==> config.mk <==
export PLATFORM = sky130hd
export DESIGN_NAME = sprite_display_top
export DESIGN_NICKNAME = d
export VERILOG_FILES = /design/src/common/sprite_pkg.sv /design/src/hdl/sprite_display_top.sv /design/src/hdl/pixel_compositor.sv /design/src/sprite/sprite_engine.sv /design/src/sprite/sprite_rom.sv /design/src/sprite/sprite_arbiter.sv /design/src/hdl/display_timing.sv
export SDC_FILE = /design/constraint.sdc
export NUM_CORES = 1
export LEC_CHECK = 0
export BUFFER_PORTS_ARGS = -buffer_cell sky130_fd_sc_hd__buf_2
export CAP_MARGIN = 20
export CORE_MARGIN = 8
export CORE_UTILIZATION = 29
export CTS_CLUSTER_DIAMETER = 200
export DETAILED_ROUTE_END_ITERATION = 6
export PLACE_DENSITY_LB_ADDON = 0.3
export RECOVER_POWER = 50
export SKIP_LAST_GASP = 1
export SLEW_MARGIN = 30
export SYNTH_ARGS = -nofsm -noshare
export SYNTH_HDL_FRONTEND = slang
export SYNTH_SLANG_ARGS = --single-unit
==> constraint.sdc <==
create_clock -name clk_pix -period 2.7 [get_ports clk_pix]
set_input_delay 0.135 -clock clk_pix [delete_from_list [all_inputs] [get_ports clk_pix]]
set_output_delay 0.135 -clock clk_pix [all_outputs]
set_load 0.01 [all_outputs]
==> src/sim/sprite_data.mem <==
// one 8-bit bitmap row per line in hex, msb is the leftmost pixel
// lines 0-7 are sprite 0 rows 0-7, lines 8-15 are sprite 1 rows 0-7
3C
7E
DB
FF
FF
BD
42
3C
18
3C
7E
FF
FF
7E
3C
18

==> src/common/sprite_pkg.sv <==
// *********************************************************************
// shared constants for the sprite display: 640x480 timing, sprite
// geometry, rom layout, palette and the sprite engine state type
// *********************************************************************

`default_nettype none

package sprite_pkg;

    // horizontal timing in pixels
    localparam int H_RES   = 640;  // active
    localparam int H_FP    = 16;   // front porch
    localparam int H_SYNC  = 96;   // sync pulse
    localparam int H_BP    = 48;   // back porch
    localparam int H_TOTAL = H_RES + H_FP + H_SYNC + H_BP;  // 800

    // vertical timing in lines
    localparam int V_RES   = 480;
    localparam int V_FP    = 10;
    localparam int V_SYNC  = 2;
    localparam int V_BP    = 33;
    localparam int V_TOTAL = V_RES + V_FP + V_SYNC + V_BP;  // 525

    localparam int CORDW = 16;  // coordinate width, unsigned

    // sprite bitmaps, one rom word per row, msb is leftmost
    localparam int SPR_W     = 8;
    localparam int SPR_H     = 8;
    localparam int SPR_COUNT = 2;
    localparam int ROM_AW    = 4;  // sprite n row r at n*SPR_H + r

    // palette, 4 bits per channel
    localparam logic [3:0] SPR0_R = 4'hF;  // orange
    localparam logic [3:0] SPR0_G = 4'hC;
    localparam logic [3:0] SPR0_B = 4'h0;
    localparam logic [3:0] SPR1_R = 4'h2;  // light blue
    localparam logic [3:0] SPR1_G = 4'h8;
    localparam logic [3:0] SPR1_B = 4'hF;
    localparam logic [3:0] BG_R   = 4'h0;  // dark navy background
    localparam logic [3:0] BG_G   = 4'h0;
    localparam logic [3:0] BG_B   = 4'h4;

    // sprite engine fsm
    typedef enum logic [2:0] {
        ST_IDLE,   // nothing to draw on this line
        ST_REQ,    // waiting for rom grant
        ST_WAIT,   // rom data arrives this cycle
        ST_ARMED,  // row loaded, waiting for sx to reach pos_x
        ST_DRAW    // shifting pixels out
    } engine_state_t;

endpackage

`default_nettype wire
==> src/hdl/sprite_display_top.sv <==
// *********************************************************************
// sprite display top: timing, two sprite engines sharing one rom via
// the arbiter, and the compositor driving the video outputs
// *********************************************************************

`default_nettype none
`timescale 1ns/10ps

module sprite_display_top (
    input  wire logic clk_pix,   // 640x480 pixel clock
    input  wire logic arst_n,
    input  wire logic [sprite_pkg::CORDW-1:0] spr0_x,
    input  wire logic [sprite_pkg::CORDW-1:0] spr0_y,
    input  wire logic [sprite_pkg::CORDW-1:0] spr1_x,
    input  wire logic [sprite_pkg::CORDW-1:0] spr1_y,
    output logic vga_hsync,
    output logic vga_vsync,
    output logic vga_de,
    output logic [3:0] vga_r,
    output logic [3:0] vga_g,
    output logic [3:0] vga_b
);

    // timing
    logic [sprite_pkg::CORDW-1:0] sx, sy;
    logic hsync, vsync, de, line, frame;

    // rom access
    logic req0, req1, gnt0, gnt1;
    logic [sprite_pkg::ROM_AW-1:0] addr0, addr1, rom_addr;
    logic [sprite_pkg::SPR_W-1:0] rom_data;  // shared by both engines

    logic pix0, pix1;

    display_timing display_timing_inst (
        .clk_pix,
        .arst_n,
        .sx,
        .sy,
        .hsync,
        .vsync,
        .de,
        .line,
        .frame
    );

    sprite_engine #(.SPR_ID(0)) sprite_engine_0_inst (
        .clk_pix,
        .arst_n,
        .sx,
        .sy,
        .line,
        .frame,
        .pos_x    (spr0_x),
        .pos_y    (spr0_y),
        .rom_req  (req0),
        .rom_addr (addr0),
        .rom_gnt  (gnt0),
        .rom_data,
        .pix      (pix0)
    );

    sprite_engine #(.SPR_ID(1)) sprite_engine_1_inst (
        .clk_pix,
        .arst_n,
        .sx,
        .sy,
        .line,
        .frame,
        .pos_x    (spr1_x),
        .pos_y    (spr1_y),
        .rom_req  (req1),
        .rom_addr (addr1),
        .rom_gnt  (gnt1),
        .rom_data,
        .pix      (pix1)
    );

    sprite_arbiter sprite_arbiter_inst (
        .clk_pix,
        .arst_n,
        .req0,
        .req1,
        .addr0,
        .addr1,
        .gnt0,
        .gnt1,
        .rom_addr
    );

    sprite_rom sprite_rom_inst (
        .clk_pix,
        .addr (rom_addr),
        .data (rom_data)
    );

    pixel_compositor pixel_compositor_inst (
        .clk_pix,
        .arst_n,
        .hsync,
        .vsync,
        .de,
        .pix0,
        .pix1,
        .vga_hsync,
        .vga_vsync,
        .vga_de,
        .vga_r,
        .vga_g,
        .vga_b
    );

endmodule

`default_nettype wire

==> src/hdl/pixel_compositor.sv <==
// *********************************************************************
// mixes the two sprite pixels, sprite 0 on top, applies the palette
// and registers colour and syncs so they leave in step
// *********************************************************************

`default_nettype none
`timescale 1ns/10ps

module pixel_compositor (
    input  wire logic clk_pix,
    input  wire logic arst_n,
    input  wire logic hsync,
    input  wire logic vsync,
    input  wire logic de,
    input  wire logic pix0,   // already one cycle behind the counters
    input  wire logic pix1,
    output logic vga_hsync,
    output logic vga_vsync,
    output logic vga_de,
    output logic [3:0] vga_r,
    output logic [3:0] vga_g,
    output logic [3:0] vga_b
);

    logic hsync_d, vsync_d, de_d;  // lined up with pix0/pix1

    always_ff @(posedge clk_pix or negedge arst_n) begin
        if (!arst_n) begin
            hsync_d   <= 1'b1;  // inactive
            vsync_d   <= 1'b1;
            de_d      <= 1'b0;
            vga_hsync <= 1'b1;
            vga_vsync <= 1'b1;
            vga_de    <= 1'b0;
            vga_r     <= 4'h0;
            vga_g     <= 4'h0;
            vga_b     <= 4'h0;
        end else begin
            hsync_d   <= hsync;
            vsync_d   <= vsync;
            de_d      <= de;
            vga_hsync <= hsync_d;
            vga_vsync <= vsync_d;
            vga_de    <= de_d;
            if (!de_d) begin
                // blanking must be black
                {vga_r, vga_g, vga_b} <= 12'h000;
            end else if (pix0) begin
                {vga_r, vga_g, vga_b} <= {sprite_pkg::SPR0_R, sprite_pkg::SPR0_G,
                                          sprite_pkg::SPR0_B};
            end else if (pix1) begin
                {vga_r, vga_g, vga_b} <= {sprite_pkg::SPR1_R, sprite_pkg::SPR1_G,
                                          sprite_pkg::SPR1_B};
            end else begin
                {vga_r, vga_g, vga_b} <= {sprite_pkg::BG_R, sprite_pkg::BG_G,
                                          sprite_pkg::BG_B};
            end
        end
    end

endmodule

`default_nettype wire

==> src/sprite/sprite_engine.sv <==
// *********************************************************************
// one 8x8 one-bit sprite: latches its position each frame, fetches
// the row for the coming line from the shared rom, then shifts it out
// *********************************************************************

`default_nettype none
`timescale 1ns/10ps

module sprite_engine #(
    parameter int SPR_ID = 0  // selects the rom region
) (
    input  wire logic clk_pix,
    input  wire logic arst_n,
    input  wire logic [sprite_pkg::CORDW-1:0] sx,
    input  wire logic [sprite_pkg::CORDW-1:0] sy,
    input  wire logic line,
    input  wire logic frame,
    input  wire logic [sprite_pkg::CORDW-1:0] pos_x,  // left column
    input  wire logic [sprite_pkg::CORDW-1:0] pos_y,  // top line
    output logic rom_req,                              // held until gnt
    output logic [sprite_pkg::ROM_AW-1:0] rom_addr,
    input  wire logic rom_gnt,                         // one-cycle pulse
    input  wire logic [sprite_pkg::SPR_W-1:0] rom_data,
    output logic pix                                   // one cycle after sx
);

    sprite_pkg::engine_state_t state;

    logic [sprite_pkg::CORDW-1:0] pos_x_r, pos_y_r;  // frame positions
    logic [sprite_pkg::CORDW-1:0] next_y;            // line announced by line
    logic [sprite_pkg::CORDW-1:0] row;               // row within sprite
    logic row_hit;
    logic draw_now;
    logic [sprite_pkg::SPR_W-1:0] bits;              // row shift register
    logic [$clog2(sprite_pkg::SPR_W):0] cnt;         // pixels drawn, 0..8

    // positions only change between frames
    always_ff @(posedge clk_pix or negedge arst_n) begin
        if (!arst_n) begin
            pos_x_r <= '0;
            pos_y_r <= '0;
        end else if (frame) begin
            pos_x_r <= pos_x;
            pos_y_r <= pos_y;
        end
    end

    always_comb begin
        // line after the last one wraps to the top
        if (sy == sprite_pkg::CORDW'(sprite_pkg::V_TOTAL - 1))
            next_y = '0;
        else
            next_y = sy + 1'b1;
        row     = next_y - pos_y_r;  // only meaningful when next_y >= pos_y_r
        row_hit = (next_y >= pos_y_r) && (row < sprite_pkg::SPR_H) &&
                  (next_y < sprite_pkg::V_RES);
        // first pixel at pos_x, then until 8 done or right edge
        draw_now = (sx < sprite_pkg::H_RES) &&
                   ((state == sprite_pkg::ST_ARMED && sx == pos_x_r) ||
                    (state == sprite_pkg::ST_DRAW && cnt < sprite_pkg::SPR_W));
        rom_req  = (state == sprite_pkg::ST_REQ);
    end

    // row address and bitmap
    always_ff @(posedge clk_pix) begin
        if (line)
            rom_addr <= sprite_pkg::ROM_AW'(SPR_ID * sprite_pkg::SPR_H) +
                        sprite_pkg::ROM_AW'(row);
        if (state == sprite_pkg::ST_WAIT)
            bits <= rom_data;  // rom answers one cycle after grant
        else if (draw_now)
            bits <= bits << 1;  // msb first
    end

    always_ff @(posedge clk_pix or negedge arst_n) begin
        if (!arst_n) begin
            state <= sprite_pkg::ST_IDLE;
            cnt   <= '0;
            pix   <= 1'b0;
        end else begin
            pix <= draw_now ? bits[sprite_pkg::SPR_W-1] : 1'b0;
            if (line) begin
                // new line decision overrides whatever is left
                state <= row_hit ? sprite_pkg::ST_REQ : sprite_pkg::ST_IDLE;
            end else begin
                case (state)
                    sprite_pkg::ST_REQ:
                        if (rom_gnt) state <= sprite_pkg::ST_WAIT;
                    sprite_pkg::ST_WAIT:
                        state <= sprite_pkg::ST_ARMED;
                    sprite_pkg::ST_ARMED:
                        if (draw_now) begin
                            cnt   <= 1'b1;  // first pixel goes out now
                            state <= sprite_pkg::ST_DRAW;
                        end
                    sprite_pkg::ST_DRAW:
                        if (draw_now)
                            cnt <= cnt + 1'b1;
                        else
                            state <= sprite_pkg::ST_IDLE;  // done or clipped
                    default:
                        state <= sprite_pkg::ST_IDLE;
                endcase
            end
        end
    end

endmodule

`default_nettype wire

==> src/sprite/sprite_rom.sv <==
// *********************************************************************
// sprite bitmap rom, one 8-bit row per word, loaded from hex at start;
// registered read gives one cycle of latency
// *********************************************************************

`default_nettype none
`timescale 1ns/10ps

module sprite_rom (
    input  wire logic clk_pix,
    input  wire logic [sprite_pkg::ROM_AW-1:0] addr,
    output logic [sprite_pkg::SPR_W-1:0] data
);

    logic [sprite_pkg::SPR_W-1:0] mem [sprite_pkg::SPR_COUNT * sprite_pkg::SPR_H];

    initial begin
        $readmemh("/design/src/sim/sprite_data.mem", mem);  // path relative to run dir
    end

    always_ff @(posedge clk_pix) begin
        data <= mem[addr];
    end

endmodule

`default_nettype wire

==> src/sprite/sprite_arbiter.sv <==
// *********************************************************************
// round-robin access to the sprite rom for the two engines; grant is
// a single cycle and steers the rom address from the granted engine
// *********************************************************************

`default_nettype none
`timescale 1ns/10ps

module sprite_arbiter (
    input  wire logic clk_pix,
    input  wire logic arst_n,
    input  wire logic req0,
    input  wire logic req1,
    input  wire logic [sprite_pkg::ROM_AW-1:0] addr0,
    input  wire logic [sprite_pkg::ROM_AW-1:0] addr1,
    output logic gnt0,
    output logic gnt1,
    output logic [sprite_pkg::ROM_AW-1:0] rom_addr
);

    logic last1;  // last grant went to engine 1

    // at most one grant, never to an idle engine
    always_comb begin
        gnt0     = req0 && (!req1 || last1);
        gnt1     = req1 && (!req0 || !last1);
        rom_addr = gnt1 ? addr1 : addr0;  // addr0 when idle, harmless
    end

    // engine drops req the cycle after gnt, so gnt stays a pulse
    always_ff @(posedge clk_pix or negedge arst_n) begin
        if (!arst_n)
            last1 <= 1'b1;  // engine 0 wins the first tie
        else if (gnt0)
            last1 <= 1'b0;
        else if (gnt1)
            last1 <= 1'b1;
    end

endmodule

`default_nettype wire

==> src/hdl/display_timing.sv <==
// *********************************************************************
// 640x480 display timing: screen counters, active low syncs, data
// enable, plus one-cycle strobes at hblank start and vblank start
// *********************************************************************

`default_nettype none
`timescale 1ns/10ps

module display_timing (
    input  wire logic clk_pix,   // pixel clock
    input  wire logic arst_n,    // async reset, active low
    output logic [sprite_pkg::CORDW-1:0] sx,  // 0..799
    output logic [sprite_pkg::CORDW-1:0] sy,  // 0..524
    output logic hsync,          // active low
    output logic vsync,          // active low
    output logic de,             // active area
    output logic line,           // start of hblank, next line announced
    output logic frame           // start of vblank
);

    // pixel and line counters
    always_ff @(posedge clk_pix or negedge arst_n) begin
        if (!arst_n) begin
            sx <= '0;
            sy <= '0;
        end else if (sx == sprite_pkg::CORDW'(sprite_pkg::H_TOTAL - 1)) begin
            sx <= '0;  // end of line
            if (sy == sprite_pkg::CORDW'(sprite_pkg::V_TOTAL - 1))
                sy <= '0;  // end of frame
            else
                sy <= sy + 1'b1;
        end else begin
            sx <= sx + 1'b1;
        end
    end

    // decode straight from the counters, one cycle ahead of the pixels
    always_comb begin
        hsync = !(sx >= (sprite_pkg::H_RES + sprite_pkg::H_FP) &&
                  sx <  (sprite_pkg::H_RES + sprite_pkg::H_FP + sprite_pkg::H_SYNC));
        vsync = !(sy >= (sprite_pkg::V_RES + sprite_pkg::V_FP) &&
                  sy <  (sprite_pkg::V_RES + sprite_pkg::V_FP + sprite_pkg::V_SYNC));
        de    = (sx < sprite_pkg::H_RES) && (sy < sprite_pkg::V_RES);
        line  = (sx == sprite_pkg::CORDW'(sprite_pkg::H_RES));  // also in vblank
        frame = (sx == '0) && (sy == sprite_pkg::CORDW'(sprite_pkg::V_RES));
    end

endmodule

`default_nettype wire

==> metrics.md, run 1 <==
| Metric | Value |
|---|---|
| Status | finished, final reports clean |
| CTS Root Cell | clkbuf_8 |
| Layout cells sized above 1 | 12.0% |
| Critical path depth in cells | 4 |
| FF-to-FF Start | display_timing_inst.sx[10] |
| Worst-path clk slew | 70 ps |
| Placed insts | 263 |
| Input/output buffers | 5 |
| Gr usage total | 8.14% |
| Synth top area share | 43.0% |
| Largest area contributor in the netlist | dfrtp_1 |
| Synth Register Bits | 38 |
| Final worst-path cycle share | 75.5% |
| DRC violations left | 0 |
| # IOs | 81 |
| H-tree depth | 2 |
| Vias per cell | 4.90 |
| Die X | 98.6 um |
| Maxcap violations | 0 |
| Crit path arrival time | 2240 ps |
| Die Y | 98.6 um |
| CTS tree | built |
| Initial Utilization | 29.6% |
| Yosys Warn Count | 0 |
| Router iterations before antenna repair | 4 |
| Synth cell count leaders | 34 x dfrtp_1, 14 x xnor2_1, 13 x nand4_1 |
| Synth cell types | 40 |
| Fmax | 491 MHz |
| CP required | 2900 ps |
| Crit. End Element | register |
| Final Util | 31.6% |
| Relative slew slack | 44.7% |
| Core footprint | 6680 sq um |
| Global route overflow | 0 |
| Dpl cell area | 2020 sq um |
| # rows | 30 |
| Post-synthesis sequential area ratio | 48.3% |
| Setup violators final | 0 |
| Most common cell in the netlist | dfrtp_1 |
| Power Total | 0.982 mW |
| CP startpoint kind | register |
| Die ar. | 9720 sq um |
| Final Non-Filler Cells | 271 |
| Worst vdd ir | 0.125 mV |
| Hold Path Depth | 0 |
| Vias after detailed routing | 1329 |
| Drt initial violations | 80 |
| Pin count of the biggest net entering global routing | 39 |
| Gpl congestion | 0.808 |
| Maximum fanout along the worst path | 14 |
| Synth Cell Area | 1980 sq um |
| TritonCTS Buffers | 5 |
| Antenna Cells | 0 |
| Initial antenna violation count | 0 |
| Clock Latency Late Sink | 290 ps |
| Routed Antenna Nets | 0 |
| CTS max path bufs | 2 |
| Setup TNS | 0 ps |
| Hold_sp | pixel_compositor_inst.de_d |
| Type of the worst setup path | reg2reg |
| Crit-path cells | nor4_4 > and4_1 > nand2_1 > o31ai_1 |
| Avg Cell Area, Syn | 10.8 sq um |
| Growth of design area from synthesis to finish | 6.64% |
| Measured slew at the worst slew-check pin | 829 ps |
| Min cycle time layout | 2040 ps |
| Vias in the first global route | 1344 |
| Area contributors post-synth | dfrtp_1 43%, xnor2_1 6.2%, dfstp_2 5.3% |
| CP top delay family | simple AND/OR/NAND/NOR gates |
| Mapped Cells | 183 |
| WHS | 353 ps |
| Pwr/cell area | 465 nW/um^2 |
| Worst hold path class | reg2reg |
| First-pass GRT wire length | 6.49 mm |
| Number of buffer and inverter stages on the critical path | 0 |
| RSZ-0062 raised after global routing | no |
| Slew Viols, Final | 0 |
| Final net count | 261 |
| Post-synth ARST share | 100% |
| Critical path startpoint | display_timing_inst.sx[10] |
| Post-synth EDFFs | 0 |
| Pleak | 0.905 nW |
| Synth Flop Type | dfrtp_1 |
| Final wirelength | 3.63 mm |
| Worst r2r path cells | 4 |
| Layout Skew | 7.10 ps |
| Pre-CTS setup slack | 653 ps |
| Routed wire length per instance | 13.4 um |
| DP HPWL | 2.48 mm |
| Final hold vios | 0 |
| Final Cell Area | 2110 sq um |
| Clock sink count | 38 |
| Slowest cell on the critical path | and4_1 |
| Slowest stage delay, CP | 620 ps |
| Final WS setup | 662 ps |
-- state kept, by name (all words and copies together) (netlist names) --
name and count:
pixel_compositor_inst.vga_b 1, pixel_compositor_inst.vsync_d 1, pixel_compositor_inst.hsync_d 1, display_timing_inst.sy 16, display_timing_inst.sx 16, pixel_compositor_inst.de_d 1, pixel_compositor_inst.vga_hsync 1, pixel_compositor_inst.vga_vsync 1
-- layer usage --
metal,GRT usage [%],vias up,wire length (um)
met1,10.9,662,1810
met3,1.90,5,127
li1,-,638,-
met5,0,-,0
met2,11.9,24,1640
met4,4.25,0,61
-- layout by cell type (no fill, tap or decap), types with 2 or more instances in the layout --
cell	instances
a31oi_2	2
dfrtp_1	34
and3_2	2
nand2_1	12
clkbuf_1	5
and3_1	4
nor2_1	9
and4bb_2	2
nand3_1	12
o21ai_0	6
o31ai_1	3
xor2_1	8
conb_1	11
ha_1	4
dfstp_2	4
xnor2_1	14
nand4_1	13
and2_1	2
or3_1	2
clkbuf_8	6
and4_1	3
nor3_1	9
inv_1	7
-- cell type report --
| cell class | instances | area, sq um |
|---|---|---|
| clock buffer | 7 | 86.3 |
| fill | 685 | 4570 |
| inverter | 7 | 26.3 |
| multi-input combinational | 132 | 905 |
| sequential | 38 | 956 |
| tap | 80 | 100 |
| timing repair buffer | 7 | 37.5 |
-- worst reg2reg max path: stages (launching register included) --
cell and delay (ps):
dfrtp_1 450, nor4_4 440, and4_1 620, nand2_1 210
o31ai_1 240
-- worst paths after layout --
path	endpoint	slack, ps
worst max-delay path	display_timing_inst.sy[4]	660
worst min-delay path	pixel_compositor_inst.vga_b[2]	350
worst max register to register	display_timing_inst.sy[4]	660
worst min register to register	pixel_compositor_inst.vga_b[2]	350
max in group asynchronous	display_timing_inst.sx[8]	1690
min in group asynchronous	display_timing_inst.sy[9]	480
-- cell families after synthesis --
logic type | share of synthesized area (%)
xor gates and xnor gates | 9.73
and+or+nand+nor | 25.6
adders and majority gates | 2.53
DFF | 48.3
muxes | 0.506
other | 0.189
AOI/OAI and AO/OA | 5.25
buffers and inverters | 7.90
-- power by group --
part	switching [mW]	internal (mW)
registers	0	0.569
logic	0.0178	0.00144
clock network	0.191	0.203
-- timing repair --
| action | in CTS | in global routing |
|---|---|---|
| setup buffers | 0 | 0 |
| hold buffers | 1 | 0 |
| resized for setup | 0 | 0 |
| endpoints found under the hold margin | 34 | 0 |
No activity file was read; power rests on OpenSTA's default activity.
==> run 2, diff against run 1 <==
Clock period 2.7 ns to 1.8 ns, I/O delays scaled along.
==> metrics.md, run 2 (synthesized netlist as in run 1, its figures left out) <==
| Metric | Value |
|---|---|
| Status | finished, final reports clean (unchanged) |
| CTS max path bufs | 2 (unchanged) |
| DP HPWL | 2.75 mm (was 2.48 mm) |
| Final wirelength | 3.80 mm (was 3.63 mm) |
| Psw | 0.317 mW (was 0.209 mW) |
| Measured slew at the worst slew-check pin | 1010 ps (was 829 ps) |
| Die ar. | 9720 sq um (unchanged) |
| Setup violators final | 0 (unchanged) |
| Clock sink count | 38 (unchanged) |
| Clk pwr share | 40.1% (about the same) |
| Routed Antenna Nets | 0 (unchanged) |
| CP required | 2020 ps (was 2900 ps) |
| Initial Utilization | 29.6% (unchanged) |
| CTS Root Cell | clkbuf_8 (unchanged) |
| Router iterations before antenna repair | 4 (unchanged) |
| Routed wire length per instance | 13.1 um (was 13.4 um) |
| Layout cells sized above 1 | 21.5% (was 12.0%) |
| Most common cell after layout, fill and taps aside | dfrtp_1 (unchanged) |
| # IOs | 81 (unchanged) |
| Vias per cell | 4.79 (was 4.90) |
| Input/output buffers | 5 (unchanged) |
| Clock Latency Late Sink | 300 ps (was 290 ps) |
| RSZ-0062 raised after global routing | yes (was no) |
| Most frequent cells in the layout | 34 x dfrtp_1, 16 x buf_4, 14 x xnor2_1 (was 34 x dfrtp_1, 14 x xnor2_1, 13 x nand4_1) |
| Maxcap violations | 0 (unchanged) |
| Final Cell Area | 2270 sq um (was 2110 sq um) |
| Layout Skew | 10.6 ps (was 7.10 ps) |
| Type of the worst setup path | reg2reg (unchanged) |
| Worst vdd ir | 0.195 mV (was 0.125 mV) |
| Number of setup buffers added after CTS | 0 (unchanged) |
| Fill cells | 677 (was 685) |
| Worst hold path class | reg2reg (unchanged) |
| Pwr/cell area | 652 nW/um^2 (was 465 nW/um^2) |
| Antenna Cells | 0 (unchanged) |
| Min cycle time layout | 1680 ps (was 2040 ps) |
| Die X | 98.6 um (unchanged) |
| Initial antenna violation count | 0 (unchanged) |
| Crit. End Element | register (unchanged) |
| Core footprint | 6680 sq um (unchanged) |
| Pin count of the biggest net entering global routing | 20 (was 39) |
| Final worst-path cycle share | 93.3% (was 75.5%) |
| Setup TNS | 0 ps (unchanged) |
| Pleak | 1.01 nW (was 0.905 nW) |
| # rows | 30 (unchanged) |
| Vias in the first global route | 1437 (was 1344) |
| Dpl cell area | 2170 sq um (was 2020 sq um) |
| Crit path arrival time | 1900 ps (was 2240 ps) |
| Gr usage total | 8.53% (was 8.14%) |
| Growth of design area from synthesis to finish | 14.5% (was 6.64%) |
| Maximum fanout along the worst path | 8 (was 14) |
| Comb pwr share | 2.1% (was 2.0%) |
| Die Y | 98.6 um (unchanged) |
| Fmax | 595 MHz (was 491 MHz) |
| Drt initial violations | 59 (was 80) |
| First-pass GRT wire length | 6.67 mm (was 6.49 mm) |
| CTS tree | built (unchanged) |
| CP startpoint kind | register (unchanged) |
| Final hold vios | 0 (unchanged) |
| Vias after detailed routing | 1384 (was 1329) |
| Biggest regs | display_timing_inst.sx: 16 flops, display_timing_inst.sy: 16 flops (unchanged) |
| Slew Viols, Final | 0 (unchanged) |
| Relative slew slack | 33.0% (was 44.7%) |
| Pint | 1.16 mW (was 0.773 mW) |
| Sw Ratio | 21.5% (was 21.3%) |
| Global route overflow | 0 (unchanged) |
| Gpl congestion | 0.835 (was 0.808) |
| TritonCTS Buffers | 5 (unchanged) |
| DRC violations left | 0 (unchanged) |
| Sequential power share | 57.8% (was 58.0%) |
| H-tree depth | 2 (unchanged) |
| Worst-path clk slew | 70 ps (about the same) |
| Final net count | 279 (was 261) |
run 2: cell type report:
type	instances	area, sq um	area share [%]
inverter	7	26.3	1.16
clock buffer	7	86.3	3.81
timing repair buffer	25	184	8.11
tap	80	100	4.42
sequential	38	956	42.2
multi-input combinational	132	915	40.3
run 2: worst paths after layout:
check	startpoint	endpoint	slack, ps	cells after the start
worst max-delay path	display_timing_inst.sx[11]	display_timing_inst.sy[15]	120	5
worst min-delay path	pixel_compositor_inst.de_d	pixel_compositor_inst.vga_b[2]	350	0
worst max register to register	display_timing_inst.sx[11]	display_timing_inst.sy[15]	120	5
worst min register to register	pixel_compositor_inst.de_d	pixel_compositor_inst.vga_b[2]	350	0
max in group asynchronous	arst_n	pixel_compositor_inst.vga_hsync	450	3
min in group asynchronous	arst_n	display_timing_inst.sy[5]	470	2
run 2: layer usage:
layer	global-route usage [%]	vias to the layer above	share of wire, %
met5	0	-	0
met4	4.96	0	1.4
met3	1.90	5	2.6
met2	13.4	25	48
met1	10.5	675	48
li1	-	679	-
run 2: critical path, cell delays in order, from the launching register on:
cell and delay [ps]:
dfrtp_1 440, nor4_4 320, buf_4 180, nand4_4 180, nor4_4 330, xor2_1 160
run 2: what timing repair did:
action,4_1_cts,5_1_grt
hold buffers,1,0
endpoints found under the setup margin,0,2
hold endpoints to repair,15,0
resized for setup,0,2
run 2: through the flow:
step                setup slack (ps)  hold WS (ps)  instances  utilization [%]  total power, mW
floorplan                        221          -206        193                -            0.898
global placement                 116          58.6        281             32.4            0.902
detailed placement               110          59.4        281             32.4            0.902
CTS                             88.2           275        289             33.9             1.50
global route                   -9.55           359        289             33.9             1.53
finish                           121           348        289             33.9             1.48
run 2: power by group through the flow:
stage          Sequential [mW]  Clock [mW]  Combinational, mW
2_1_floorplan            0.870           0             0.0277
3_3_place_gp             0.870           0             0.0319
3_5_place_dp             0.870           0             0.0324
4_1_cts                  0.854       0.613             0.0340
5_1_grt                  0.853       0.643             0.0373
6_report                 0.854       0.593             0.0313
